## src/design/key_irq_ctrl.sv

```systemverilog
`default_nettype none

module key_irq_ctrl (
    input  logic       CLOCK_50,
    input  logic       KEY0,
    input  logic       key_pressed,
    input  logic [7:0] key_ascii,
    input  logic       interrupt_ack,
    output logic [3:0] interrupt_vector,
    output logic [7:0] key_code
);

    always_ff @(posedge CLOCK_50 or negedge KEY0) begin
        if (!KEY0) begin
            interrupt_vector <= 4'd0;
            key_code         <= 8'd0;
        end else begin
            // code zero means no printable key, ignore it
            if (key_pressed && (key_ascii != 8'd0)) begin
                interrupt_vector <= 4'd1;
                key_code         <= key_ascii;
            end
            // ack comes last so it wins over a press in the same cycle
            if (interrupt_ack && (interrupt_vector != 4'd0)) begin
                interrupt_vector <= 4'd0;
            end
        end
    end

endmodule

`default_nettype wire

```

## config.mk

```make
export PLATFORM = sky130hd
export DESIGN_NAME = key_irq_ctrl
export DESIGN_NICKNAME = d
export VERILOG_FILES = /design/src/design/key_irq_ctrl.sv
export SDC_FILE = /design/constraint.sdc
export NUM_CORES = 1
export LEC_CHECK = 0
export ABC_CLOCK_PERIOD_IN_PS = 1050
export BUFFER_PORTS_ARGS = -buffer_cell sky130_fd_sc_hd__buf_2
export CELL_PAD_IN_SITES_DETAIL_PLACEMENT = 1
export CELL_PAD_IN_SITES_GLOBAL_PLACEMENT = 1
export CORE_UTILIZATION = 28
export DETAILED_ROUTE_END_ITERATION = 6
export GPL_TIMING_DRIVEN = 0
export PLACE_DENSITY = 0.76
export REMOVE_ABC_BUFFERS = 1
export SYNTH_ARGS = -nofsm -noshare
export SYNTH_HDL_FRONTEND = slang
export SYNTH_SLANG_ARGS = --single-unit
```

## constraint.sdc

```tcl
create_clock -name CLOCK_50 -period 1.05 [get_ports CLOCK_50]
set_clock_uncertainty 0.15 [all_clocks]
set_input_delay 0.1575 -clock CLOCK_50 [delete_from_list [all_inputs] [get_ports CLOCK_50]]
set_output_delay 0.1575 -clock CLOCK_50 [all_outputs]
set_load 0.1 [all_outputs]
```

; Yosys cells after proc, flatten, opt, wreduce, memory -nomap -nowiden
; Cells that the tools add are included.
[op_classes]
mux = 2
addsub = 0
n_lt_le_gt_ge = 0
mul = 0
n_bitwise = 0
reduce_logical = 5
shifts = 0
div_mod_pow = 0
eq_ne = 0
[op_table]
columns = op, count
row1 = $mux W4, 2
row2 = $reduce_bool A8 Y1, 1
row3 = $reduce_bool A4 Y1, 1
row4 = $logic_and A1 B1 Y1, 2
row5 = $reduce_bool A2 Y1, 1
[totals]
mem_count = 0
latchBits = 0
out_inout_bits = 12
elab_cells = 9
regBits = 12
input_bits = 12
ramBits = 0
mem_bits_ro = 0

; Longest topological paths before layout
[logic_depth]
ltp_word = 4
mapped_depth = 3
depth_no_buf = 3

; Worst setup path before layout
; No wires, ideal clock.
[synth_timing]
path_kind = reg2reg
from = register interrupt_vector[0]
to = register interrupt_vector[0]
path_stages_with_launch = 2
t_arrival_ns = 1.159
period_less_slack_ns = 1.396
slack_ns = -0.346
required_time_ns = 0.813
n_path_buf = 0
cell_sequence = dfrtp_1 > mux2i_1
[synth_via]
elab_chain_len = 3
[synth_lines]
columns = item, line_no
row1 = start: declaration, 9  ; output logic [3:0] interrupt_vector,
row2 = start signal: assignment, 15  ; interrupt_vector <= 4'd0;
row3 = start signal: assignment, 20  ; interrupt_vector <= 4'd1;
row4 = start signal: assignment, 25  ; interrupt_vector <= 4'd0;
row5 = $reduce_bool A4 Y1 *, 24  ; if (interrupt_ack && (interrupt_vector != 4'd0)) begin
row6 = $logic_and A1 B1 Y1 *, 24
row7 = $mux W4 / $reduce_bool A2 Y1 (equally long branches), -
; Mark *: on every way between the ends. The rest lies on a longest branch, timed or not.
; A chain may end at the register's enable or synchronous reset.

; Worst setup path in the final report
[layout_timing]
from = input port key_ascii[4]
to = register key_code[3]
[layout_via]
elab_chain_len = 2
[layout_lines]
columns = item, line_no
row1 = start: declaration, 7  ; input logic [7:0] key_ascii,
row2 = $reduce_bool A8 Y1, 19  ; if (key_pressed && (key_ascii != 8'd0)) begin
row3 = $logic_and A1 B1 Y1, 19
row4 = end signal: assignment, 21  ; key_code <= key_ascii;
row5 = end: declaration, 10  ; output logic [7:0] key_code
; Every way passes these cells.

==> impl_metrics.env <==
export IMPL_status="complete, but fails checks"
export IMPL_violations="negative setup slack"
export IMPL_vdd_drop_max_mv=1.003
export IMPL_core_mm2=0.001171
export IMPL_cts_max_path_buffers=2
export IMPL_maxSlewViolCount=0
export IMPL_ys_ff_latch=9
export IMPL_viasPerCell=4.825
export IMPL_dr_pass1_iters=4
export IMPL_cts_tree="done"
export IMPL_synth_area_leaders="dfrtp_1 60%, a22o_1 19%, buf_4 6.0%"
export IMPL_synth_top_area_cell="dfrtp_1"
export IMPL_area_growth_pct=118.4
export IMPL_grt_max_degree=11
export IMPL_pwr_share_clk_pct=21.5
export IMPL_cp_slowest_cell="or4_4"
export IMPL_power_share_switching_pct=41.63
export IMPL_worst_slack_ps=-145.4
export IMPL_insertion_delay_ps=270
export IMPL_cts_buffers_inserted=3
export IMPL_ys_warn_count=0
export IMPL_drv_cap=0
export IMPL_critPathLaunchType="input pin"
export IMPL_hold_viol=0
export IMPL_holdWs_ps=37.36
export IMPL_path_cells="buf_6, or4_4, o21ai_4, a22o_1"
export IMPL_finalSetupViolCount=18
export IMPL_num_antenna_cells=0
export IMPL_synth_edf_count=0
export IMPL_ys_flop_type="dfrtp_1"
export IMPL_p_sw_mw=0.5343
export IMPL_first_iter_violations=4
export IMPL_rsz0062_at_grt="yes"
export IMPL_path_clk_slew_ps=50
export IMPL_start_util_pct=31.94
export IMPL_fin_nets=79
export IMPL_cp_end_kind="flip-flop"
export IMPL_drive_gt1_share_pct=54.55
export IMPL_critical_path_reg2reg_startpoint="key_code[5]"
export IMPL_netlist_area_um2=374.1
export IMPL_p_leak_nw=0.3913
export IMPL_p_per_area_mw_per_mm2=1571
export IMPL_power_frac_comb_pct=46.1
export IMPL_grt_pass1_wl_um=2242
export IMPL_setup_tns_ps=-2169
export IMPL_internal_power_mw=0.7492
export IMPL_drc_errors=0
export IMPL_async_flop_share_pct=100.0
export IMPL_syn_inst=26
export IMPL_post_drt_wl_per_cell_um=19.90
export IMPL_cp_required_ps=1090
export IMPL_worst_setup_path_type="in -> reg"
export IMPL_row_count=12
export IMPL_die_h_um=38.55
export IMPL_portBuffers=20
export IMPL_ant_nets=0
export IMPL_worstPathMaxFanout=5
export IMPL_pwr_share_seq_pct=32.4
export IMPL_ios=24
export IMPL_critical_path_max_stage_delay_ps=570
export IMPL_die_area_mm2=0.001486
export IMPL_drt_total_wl_um=1592
export IMPL_htree_levels=1
export IMPL_period_share_pct=113.8
export IMPL_synth_common_cells="9 x dfrtp_1, 8 x a22o_1, 3 x buf_4"
export IMPL_fmax_mhz=836.5
export IMPL_period_minus_slack_ps=1195
export IMPL_hp_class="in -> reg"
export IMPL_antenna_found_initial=0
export IMPL_cp_startpoint="key_ascii[4]"
export IMPL_avgSynthCellArea_um2=14.39
export IMPL_yosysMostFrequentCell="dfrtp_1"
export IMPL_num_vias=386
export IMPL_grt_overflow_total=0
export IMPL_die_width_um=38.55
export IMPL_cp_arrival_ps=1230
export IMPL_fillers=120
export IMPL_track_usage_pct=24.02
export IMPL_synth_top_area_share_pct=60.20
export IMPL_clockRootBuffer="clkbuf_4"
export IMPL_numClockSinks=9
export IMPL_yosysSeqAreaShare_pct=60.20
export IMPL_hp_start="key_ascii[3]"
export IMPL_synth_cell_type_count=8
export IMPL_first_global_vias=382
export IMPL_globalplace_congestion=0.7556
==> per-stage QoR <==
| step | util (%) | setup slack [ps] | power (mW) | area, µm² | cells |
|---|---|---|---|---|---|
| after detailed placement | 40.38 | -430.8 | 0.7991 | 473.0 | 58 |
| final | 69.77 | -145.4 | 1.284 | 817.0 | 80 |
| after global placement | 40.38 | -428.5 | 0.7960 | 473.0 | 58 |
| after CTS | 64.74 | -120.9 | 1.222 | 758.2 | 74 |
| after floorplan | - | -346.1 | 0.7186 | 355.3 | 24 |
| after global routing | 69.77 | -167.4 | 1.328 | 817.0 | 80 |
==> metal layers <==
layer | global-route usage (%) | up-vias | wire length, µm | share of wire [%]
li1 | - | 179 | - | -
met1 | 30.88 | 194 | 654 | 41
met2 | 38.75 | 11 | 862 | 54
met3 | 7.558 | 2 | 54 | 3.4
met4 | 6.034 | 0 | 21 | 1.3
met5 | 0 | - | 0 | 0
==> layout make-up <==
class | instances | area [µm²] | share of cell area (%)
Clock buffer | 4 | 26.28 | 3.216
Multi-Input combinational cell | 16 | 146.4 | 17.92
Tap cell | 14 | 17.52 | 2.144
Timing Repair Buffer | 37 | 401.6 | 49.16
Sequential cell | 9 | 225.2 | 27.57
==> kinds of logic after synthesis <==
kind of cell	synth area share [%]
mux	2.676
compound gates	23.08
simple gates	6.020
flops	60.20
buf+inv	7.022
other cells	1.002
==> power groups by stage <==
stage	clock network [mW]	logic [mW]	registers (mW)
2_1_floorplan	0	0.0846	0.634
3_3_place_gp	0	0.395	0.401
3_5_place_dp	0	0.397	0.402
4_1_cts	0.267	0.542	0.413
5_1_grt	0.305	0.605	0.418
6_report	0.276	0.592	0.416
==> placed cells by master, fill, tap and decap left out, drive strengths merged <==
| cell type | count |
|---|---|
| buf | 29 |
| or4 | 2 |
| conb | 3 |
| clkbuf | 4 |
| dfrtp | 9 |
| a22o | 8 |
| mux2i | 1 |
| o21ai | 2 |
| dlygate4sd3 | 8 |
==> timing repair <==
item	in CTS	in global routing
hold buffers	7	1
gates cloned	1	0
setup endpoints to repair	18	18
gates resized for setup	38	2
endpoints found under the hold margin	15	1
buffers inserted	4	5
pin swaps	8	5
==> final timing paths <==
check | endpoint | slack, ps | cells after the start
setup / recovery | key_code[3] | -150 | 4
hold / removal | key_code[3] | 40 | 2
setup reg to reg | key_code[5] | -20 | 2
hold reg to reg | key_code[2] | 430 | 1
max in group asynchronous | key_code[2] | 430 | 2
min in group asynchronous | key_code[1] | 120 | 2
==> flip-flops by register name (all words and copies together), names as in the netlist <==
signal,cells
interrupt_vector,1
key_code,8
==> critical path, delay by kind of cell <==
family,cells,cell delay [ps]
AO/OA/AOI/OAI,2,410
AND/OR/NAND/NOR,1,570
buffers and inverters,1,90
Note: power is estimated with default switching activity, not from simulation.
