$ cat config.mk
export PLATFORM = sky130hd
export DESIGN_NAME = mmio_fabric
export DESIGN_NICKNAME = d
export VERILOG_FILES = /design/src/design/soc_bus_pkg.sv /design/src/design/soc_map_pkg.sv /design/src/design/mmio_fabric.sv
export SDC_FILE = /design/constraint.sdc
export NUM_CORES = 1
export LEC_CHECK = 0
export BUFFER_PORTS_ARGS = -buffer_cell sky130_fd_sc_hd__clkbuf_2
export CAP_MARGIN = 30
export CORE_AREA = 3 3 156 158
export DETAILED_ROUTE_END_ITERATION = 7
export DIE_AREA = 0 0 159 161
export GPL_TIMING_DRIVEN = 0
export HOLD_SLACK_MARGIN = 0.12
export MAX_ROUTING_LAYER = met4
export PLACE_DENSITY = 0.51
export SYNTH_ARGS = -nofsm -noshare
export SYNTH_HDL_FRONTEND = slang
export SYNTH_SLANG_ARGS = --single-unit
$ cat constraint.sdc
create_clock -name CLOCK_50 -period 3.4 [get_ports CLOCK_50]
set_input_delay 0.34 -clock CLOCK_50 [delete_from_list [all_inputs] [get_ports CLOCK_50]]
set_output_delay 0.34 -clock CLOCK_50 [all_outputs]
set_load 0.005 [all_outputs]
$ cat src/design/soc_bus_pkg.sv
`default_nettype none

package soc_bus_pkg;

    // core bus widths
    localparam int addr_w = 64;
    localparam int data_w = 64;

    // bit 2 marks an unsigned load, bits 1:0 the size
    typedef logic [2:0] acc_type_t;

    localparam acc_type_t acc_lb  = 3'b000;
    localparam acc_type_t acc_lh  = 3'b001;
    localparam acc_type_t acc_lw  = 3'b010;
    localparam acc_type_t acc_ld  = 3'b011;
    localparam acc_type_t acc_lbu = 3'b100;
    localparam acc_type_t acc_lhu = 3'b101;
    localparam acc_type_t acc_lwu = 3'b110;

    localparam acc_type_t acc_sb  = 3'b000;
    localparam acc_type_t acc_sh  = 3'b001;
    localparam acc_type_t acc_sw  = 3'b010;
    localparam acc_type_t acc_sd  = 3'b011;

    // whole double word, or the two halves a double load fills in turn
    typedef union packed {
        logic [data_w-1:0] dword;
        struct packed {
            logic [31:0] hi;
            logic [31:0] lo;
        } half;
    } bus_dword_u;

endpackage

`default_nettype wire

$ cat src/design/soc_map_pkg.sv
`default_nettype none

package soc_map_pkg;

    // data ram window, 4 KiB of 32-bit words
    localparam logic [63:0] ram_base  = 64'h0000_0000_0000_1000;
    localparam int          ram_words = 1024;

    // keyboard and console
    localparam logic [63:0] key_addr = 64'h0000_0000_0000_0100;
    localparam logic [63:0] art_addr = 64'h0000_0000_0000_0108;

    // sd card control registers
    localparam logic [63:0] sdc_addr_reg  = 64'h0000_0000_0000_0110;
    localparam logic [63:0] sdc_read_reg  = 64'h0000_0000_0000_0118;
    localparam logic [63:0] sdc_ready_reg = 64'h0000_0000_0000_0120;
    localparam logic [63:0] sdc_avail_reg = 64'h0000_0000_0000_0128;

    // sector buffer window, 512-byte aligned
    localparam logic [63:0] sdc_buf_base  = 64'h0000_0000_0000_2000;
    localparam int          sdc_buf_bytes = 512;

endpackage

`default_nettype wire

$ cat src/design/mmio_fabric.sv
`default_nettype none

module mmio_fabric
    import soc_bus_pkg::*;
    import soc_map_pkg::*;
(
    input  logic              CLOCK_50,
    input  logic              KEY0,
    input  logic [addr_w-1:0] bus_address,
    input  logic              bus_read_enable,
    input  acc_type_t         bus_read_type,
    input  logic              bus_write_enable,
    input  acc_type_t         bus_write_type,
    input  logic [data_w-1:0] bus_write_data,
    output logic [data_w-1:0] bus_read_data,
    output logic              bus_read_done,
    output logic              ram_read,
    output logic              ram_write,
    input  bus_dword_u        ram_read_data,
    input  logic              ram_read_valid,
    input  logic [7:0]        key_code,
    input  logic [data_w-1:0] buf_read_data,
    input  logic              sector_available,
    input  logic              sd_ready,
    output logic [31:0]       sd_addr,
    output logic              sd_rd_start,
    output logic              uart_write_pulse,
    output logic [31:0]       uart_write_data
);

    logic              sel_ram;
    logic              sel_buf;
    logic [data_w-1:0] dev_rdata;
    logic [31:0]       store_word;
    logic              dev_pend;
    logic              dbl_first;
    logic              is_dbl;
    logic              ram_last;
    logic              wr_en_d;
    logic              wr_rise;

    assign sel_ram = (bus_address >= ram_base) &&
                     (bus_address < ram_base + 64'(ram_words * 4));
    assign sel_buf = (bus_address >= sdc_buf_base) &&
                     (bus_address < sdc_buf_base + 64'(sdc_buf_bytes));

    // device registers, zero extended, anything unmapped reads zero
    always_comb begin
        dev_rdata = '0;
        if (sel_buf)
            dev_rdata = buf_read_data;
        else if (bus_address == key_addr)
            dev_rdata = {56'd0, key_code};
        else if (bus_address == sdc_addr_reg)
            dev_rdata = {32'd0, sd_addr};
        else if (bus_address == sdc_ready_reg)
            dev_rdata = {63'd0, sd_ready};
        else if (bus_address == sdc_avail_reg)
            dev_rdata = {63'd0, sector_available};
    end

    // a double completes on the second valid from the ram
    assign is_dbl   = (bus_read_type[1:0] == acc_ld[1:0]);
    assign ram_last = ram_read_valid && (!is_dbl || dbl_first);
    assign ram_read = bus_read_enable && sel_ram;

    always_ff @(posedge CLOCK_50 or negedge KEY0) begin
        if (!KEY0) begin
            bus_read_done <= 1'b1;
            dev_pend      <= 1'b0;
            dbl_first     <= 1'b0;
        end else begin
            if (bus_read_enable) begin
                bus_read_done <= 1'b0;
                dev_pend      <= !sel_ram;
            end
            if (dev_pend) begin
                bus_read_done <= 1'b1;
                dev_pend      <= 1'b0;
            end
            if (ram_read_valid) begin
                dbl_first <= is_dbl && !dbl_first;
            end
            if (ram_last) begin
                bus_read_done <= 1'b1;
            end
        end
    end

    always_ff @(posedge CLOCK_50) begin
        if (dev_pend)
            bus_read_data <= dev_rdata;
        else if (ram_last)
            bus_read_data <= ram_read_data.dword;
    end

    // only the first cycle of a write strobe counts
    assign wr_rise   = bus_write_enable && !wr_en_d;
    assign ram_write = wr_rise && sel_ram;

    // narrow stores to the sector address load zero extended
    always_comb begin
        case (bus_write_type)
            acc_sb:  store_word = {24'd0, bus_write_data[7:0]};
            acc_sh:  store_word = {16'd0, bus_write_data[15:0]};
            default: store_word = bus_write_data[31:0];
        endcase
    end

    always_ff @(posedge CLOCK_50 or negedge KEY0) begin
        if (!KEY0) begin
            wr_en_d     <= 1'b0;
            sd_addr     <= 32'd0;
            sd_rd_start <= 1'b0;
        end else begin
            wr_en_d     <= bus_write_enable;
            sd_rd_start <= wr_rise && (bus_address == sdc_read_reg);
            if (wr_rise && (bus_address == sdc_addr_reg)) begin
                sd_addr <= store_word;
            end
        end
    end

    // console strobe toward the uart
    assign uart_write_pulse = wr_rise && (bus_address == art_addr);
    assign uart_write_data  = bus_write_data[31:0];

endmodule

`default_nettype wire

### After elaboration in Yosys (flattened, before gate mapping)

Index checks and enable logic that the tools add are counted.

* flip-flop bits (word level): 101
* input bits: 277
* output and inout port bits: 133
* word-level logic and storage cells: 50

* $lt $le $gt $ge: 4
* eq/ne operators: 8
* muxes and demuxes: 13
* reductions and logical operators: 18

Operators with widths (count)
* equality test 64 x 9 -> 1 bit (second input constant): 6
* 2-to-1 mux 64 bit: 3
* less-than comparator 64 x 14 -> 1 bit (second input constant): 2
* >= comparator 64 x 13 -> 1 bit (second input constant): 1
* >= comparator 64 x 14 -> 1 bit (second input constant): 1
* 2-to-1 mux 32 bit: 2
* one-hot mux 32 bit (2 select lines): 1
* logical AND 1 bit: 10
* 2-to-1 mux 1 bit: 7
* logical NOT 1 bit: 4
* equality test 3 x 1 -> 1 bit (second input constant): 1
* logical NOT 3 bit: 1
* nonzero test 3 bit: 1
* equality test 2 bit (second input constant): 1
* nonzero test 2 bit: 1
* logical OR 1 bit: 1

### Depth between registers and ports, before layout

* depth in word-level cells: 7
* gate-level depth with buffers: 7
* gate-level depth less buffers: 5

### Worst setup path after synthesis

No wires, ideal clock.

* path kind: flip-flop to flip-flop
* start point: reg dev_pend
* end point: reg bus_read_data[0], enable pin
* setup time: 0.692 ns
* data arrival time: 1.877 ns
* setup slack: 0.831 ns
* stages on the path, launching flop included: 4
* buffers on the path: 1
* period minus slack after synthesis: 2.569 ns
* cells stage by stage: dfrtp_1 > inv_2 > clkbuf_1 > nand2_1

* cells in the longest elaborated chain, start to end: 1

Ends and longest elaborated chain
* start: declaration: RTL line mmio_fabric.sv:35 `logic dev_pend;`
* start signal: assignment: RTL line mmio_fabric.sv:75 `dev_pend <= !sel_ram;`
* nonzero test 2 bit (no source line)
* end signal: assignment: RTL line mmio_fabric.sv:92 `bus_read_data <= dev_rdata;`
* end signal: assignment: RTL line mmio_fabric.sv:94 `bus_read_data <= ram_read_data.dword;`
* end: declaration: RTL line mmio_fabric.sv:15 `output logic [data_w-1:0] bus_read_data,`

Every way passes these cells.
A chain may end at the register's enable or synchronous reset.

### Final worst setup path

* start point: in bus_address[35]
* end point: reg bus_read_data[54], data pin

* cells in the longest elaborated chain, start to end: 4
* elaborated cells between the ends (all ways): 5
* classes of those cells: order compare: 2; mux: 2; reduce/logical: 1

Ends and longest elaborated chain
* start: declaration: RTL line mmio_fabric.sv:9 `input logic [addr_w-1:0] bus_address,`
* >= comparator 64 x 14 -> 1 bit / less-than comparator 64 x 14 -> 1 bit (equally long branches): RTL line mmio_fabric.sv:44, mmio_fabric.sv:45
* logical AND 1 bit (*): RTL line mmio_fabric.sv:44 `assign sel_buf = (bus_address >= sdc_buf_base) &&`
* 2-to-1 mux 64 bit (*): RTL line mmio_fabric.sv:50 `if (sel_buf)`
* 2-to-1 mux 64 bit (*): RTL line mmio_fabric.sv:91 `if (dev_pend)`

Every way passes the cells marked *; elsewhere a longest branch is shown, timed or not.

==> impl_results.md <==
* Worst-Margin Slew at 0.906 ns
* DRT iter0 DRCs at 251
* Skew-Pair Late Insertion Delay at 0.35 ns
* Pre-antenna DRT Iters at 4
* Arrival time at the worst endpoint at 3.20 ns
* Rows at 56
* Ys async rst share at 36.6%
* Starting Density at 21.4%
* Crit path time final at 2.99 ns
* Clock sink count at 101
* Fraction of layout cells with a size suffix above 1 at 52.6%
* Synthesized area at 4990 sq um
* Number of synthesized flops with an enable pin at 64
* Synthesized instance count at 438
* Design area at 7590 sq um
* Net count, final at 1105
* Drt drc at 0
* Ys flop type: edfxtp_1
* Clock skew at 0.0112 ns
* Syn nets at 715
* Synth top cells by count: 64 x edfxtp_1, 46 x o21ai_0, 36 x dfrtp_1, 32 x a22o_1, 32 x buf_4
* Port bufs at 376
* Nature of the critical path endpoint: register
* Crit start category: input pin
* Vias at 5043
* Post-CTS resize count at 0
* Status: finished clean
* Synth warnings at 0
* Area Overhead vs Synth at 52.2%
* Clk Tree Root Cell: clkbuf_16
* CTS tree: done
* Synth Area per Inst at 11.4 sq um
* Final setup fails at 0
* # IOs at 410
* WL final at 21.4 mm
* Placed insts at 1134
* GPL Wtd Cong at 0.793
* Critical path class: in -> reg
* Yosys top cell by area: edfxtp_1
* DP Area at 7290 sq um
* Max clock buf depth at 2
* Final Hold Fails at 0
* Yosys cell types at 40
* TritonCTS buffer count at 9
* Max Freq at 334 MHz
* Critical path origin: bus_address[35]
* Unrepaired setup endpoints after global routing: false
* Slew headroom at 39.6%
* FF+latch count, synth at 101
* Worst hold path class: in -> reg
* Largest net degree at the start of global routing at 66
* Antenna Cells at 0
* Post-DR vias/cell at 4.38
* PwrDens at 380 nW/um^2
* # hold bufs at CTS at 2
* Vias in the first global route at 5192
* GRT overflow at 0
* Most frequent cell after synthesis: edfxtp_1
* CTS H-Tree Depth at 3
* Die Wd at 159 um
* Crit-path max FO at 10
* Final Core Density at 32.6%
* Initial antenna violation count at 0
* Tcrit/Tclk final at 87.9%
* Min-delay src: ram_read_valid
* Leakage at 3.75 nW
* Required @ worst endpoint at 3.61 ns
* Die ar. at 25600 sq um
* Post-CTS Setup Inserts at 0
* Highest ir drop seen on vdd at 0.000176 V
* Reg2reg setup slack at 1.01 ns
* Finished Layout Cells at 1152
* Die Y at 161 um
* Clock-pin slew on the worst setup and hold paths at 0.07 ns
* Detailed Place HPWL at 17.6 mm
* Core Area at 23300 sq um
* Synth top area cells: edfxtp_1 39%, dfrtp_1 18%, a22o_1 5.6%
* Sequential element share of the synthesized area at 57.1%
* Drt wl/cell at 18.6 um
* Tot GR Track Use at 16.7%
* Worst r2r src: dev_pend
* Max cap viols at 0
* Area share of the largest cell type after synthesis at 38.5%
* Max-slew violation count at 0
* Antenna Nets Post-Route at 0
* First-pass GRT wire length at 31.4 mm
==> path summary, 6_finish.rpt <==
check	to	cells after the start
setup / recovery	bus_read_data[54]	7
min in group asynchronous	sd_addr[2]	2
setup reg to reg	bus_read_data[17]	3
hold / removal	dbl_first	2
hold reg to reg	bus_read_done	1
max in group asynchronous	sd_addr[17]	3
==> flip-flops by register name, summed over array words and instances, names as in the netlist <==
register       flops
wr_en_d            1
sd_rd_start        1
dbl_first          1
dev_pend           1
sd_addr           32
bus_read_done      1
bus_read_data     64
==> stage by stage <==
stage	total power [W]	TNS [ns]	hold WS (ns)	setup slack [ns]
2_1_floorplan	0.00161	0	0.0444	0.831
3_3_place_gp	0.00191	-41.34	0.464	-0.628
3_5_place_dp	0.00192	-1.29	0.269	-0.142
4_1_cts	0.00294	0	0.196	0.232
5_1_grt	0.00303	0	0.205	0.223
6_report	0.00289	0	0.213	0.410
==> cell type report <==
cell class	count	area, sq um
fillers	2495	15700
inverters	6	22.5
multi-input cells	265	1750
flip-flops and latches	101	2850
well taps	319	399
plain buffers	66	373
clock buffers	10	229
repair buffers	379	1920
clock inverters	6	47.5
==> cells by family (layout without fill, tap and decap cells) <==
| logic type | count (synthesis) | after routing | synth area share, % |
|---|---|---|---|
| multiplexers | 9 | 9 | 2.01 |
| AND/OR/NAND/NOR | 102 | 102 | 11.0 |
| AO/OA/AOI/OAI | 154 | 154 | 21.9 |
| flip-flops | 101 | 101 | 57.1 |
| buffers and inverters | 72 | 467 | 7.93 |
==> critical path, stage by stage <==
cell and delay, ns:
clkbuf_2 0.08, nor4_1 0.54, nand4_1 0.24, or3_1 0.56
nor3_1 0.63, clkbuf_1 0.57, a22o_1 0.24
==> report_power, final <==
part / switching, W / internal (W) / total, W
sequential: 0.0000207 / 0.00141 / 0.00143
combinational: 0.000216 / 0.000238 / 0.000454
clock: 0.000503 / 0.000504 / 0.00101
total: 0.000740 / 0.00215 / 0.00289
==> per-layer routing <==
metal	vias up	GRT usage [%]	part of all wire [%]
li1	2450	-	-
met1	2320	19.4	41
met2	246	29.3	51
met3	27	2.98	5.7
met4	0	5.25	1.8
met5	-	-	0
==> placed cells by master, fill, tap and decap left out, types with 2 or more instances in the layout <==
cell type and n:
clkbuf_16 9, clkbuf_1 30, o211ai_1 7, a22o_1 32
nor2_1 4, or4b_1 2, o2bb2ai_1 7, clkbuf_2 376
buf_2 4, mux2_2 2, o21ai_0 46, nand4_1 3
or2_2 2, nand3_1 5, a21o_1 25, dfrtp_1 36
nor4_1 15, a221oi_1 7, inv_1 5, edfxtp_1 64
buf_4 32, nor3_1 29, o21ai_1 2, nor2b_1 2
dlygate4sd3_1 2, nand2_1 29, or4_1 2, clkinvlp_4 3
a22oi_1 24, or3_1 2, mux2_1 6, a21oi_1 2
(Power assumes the default switching activity.)
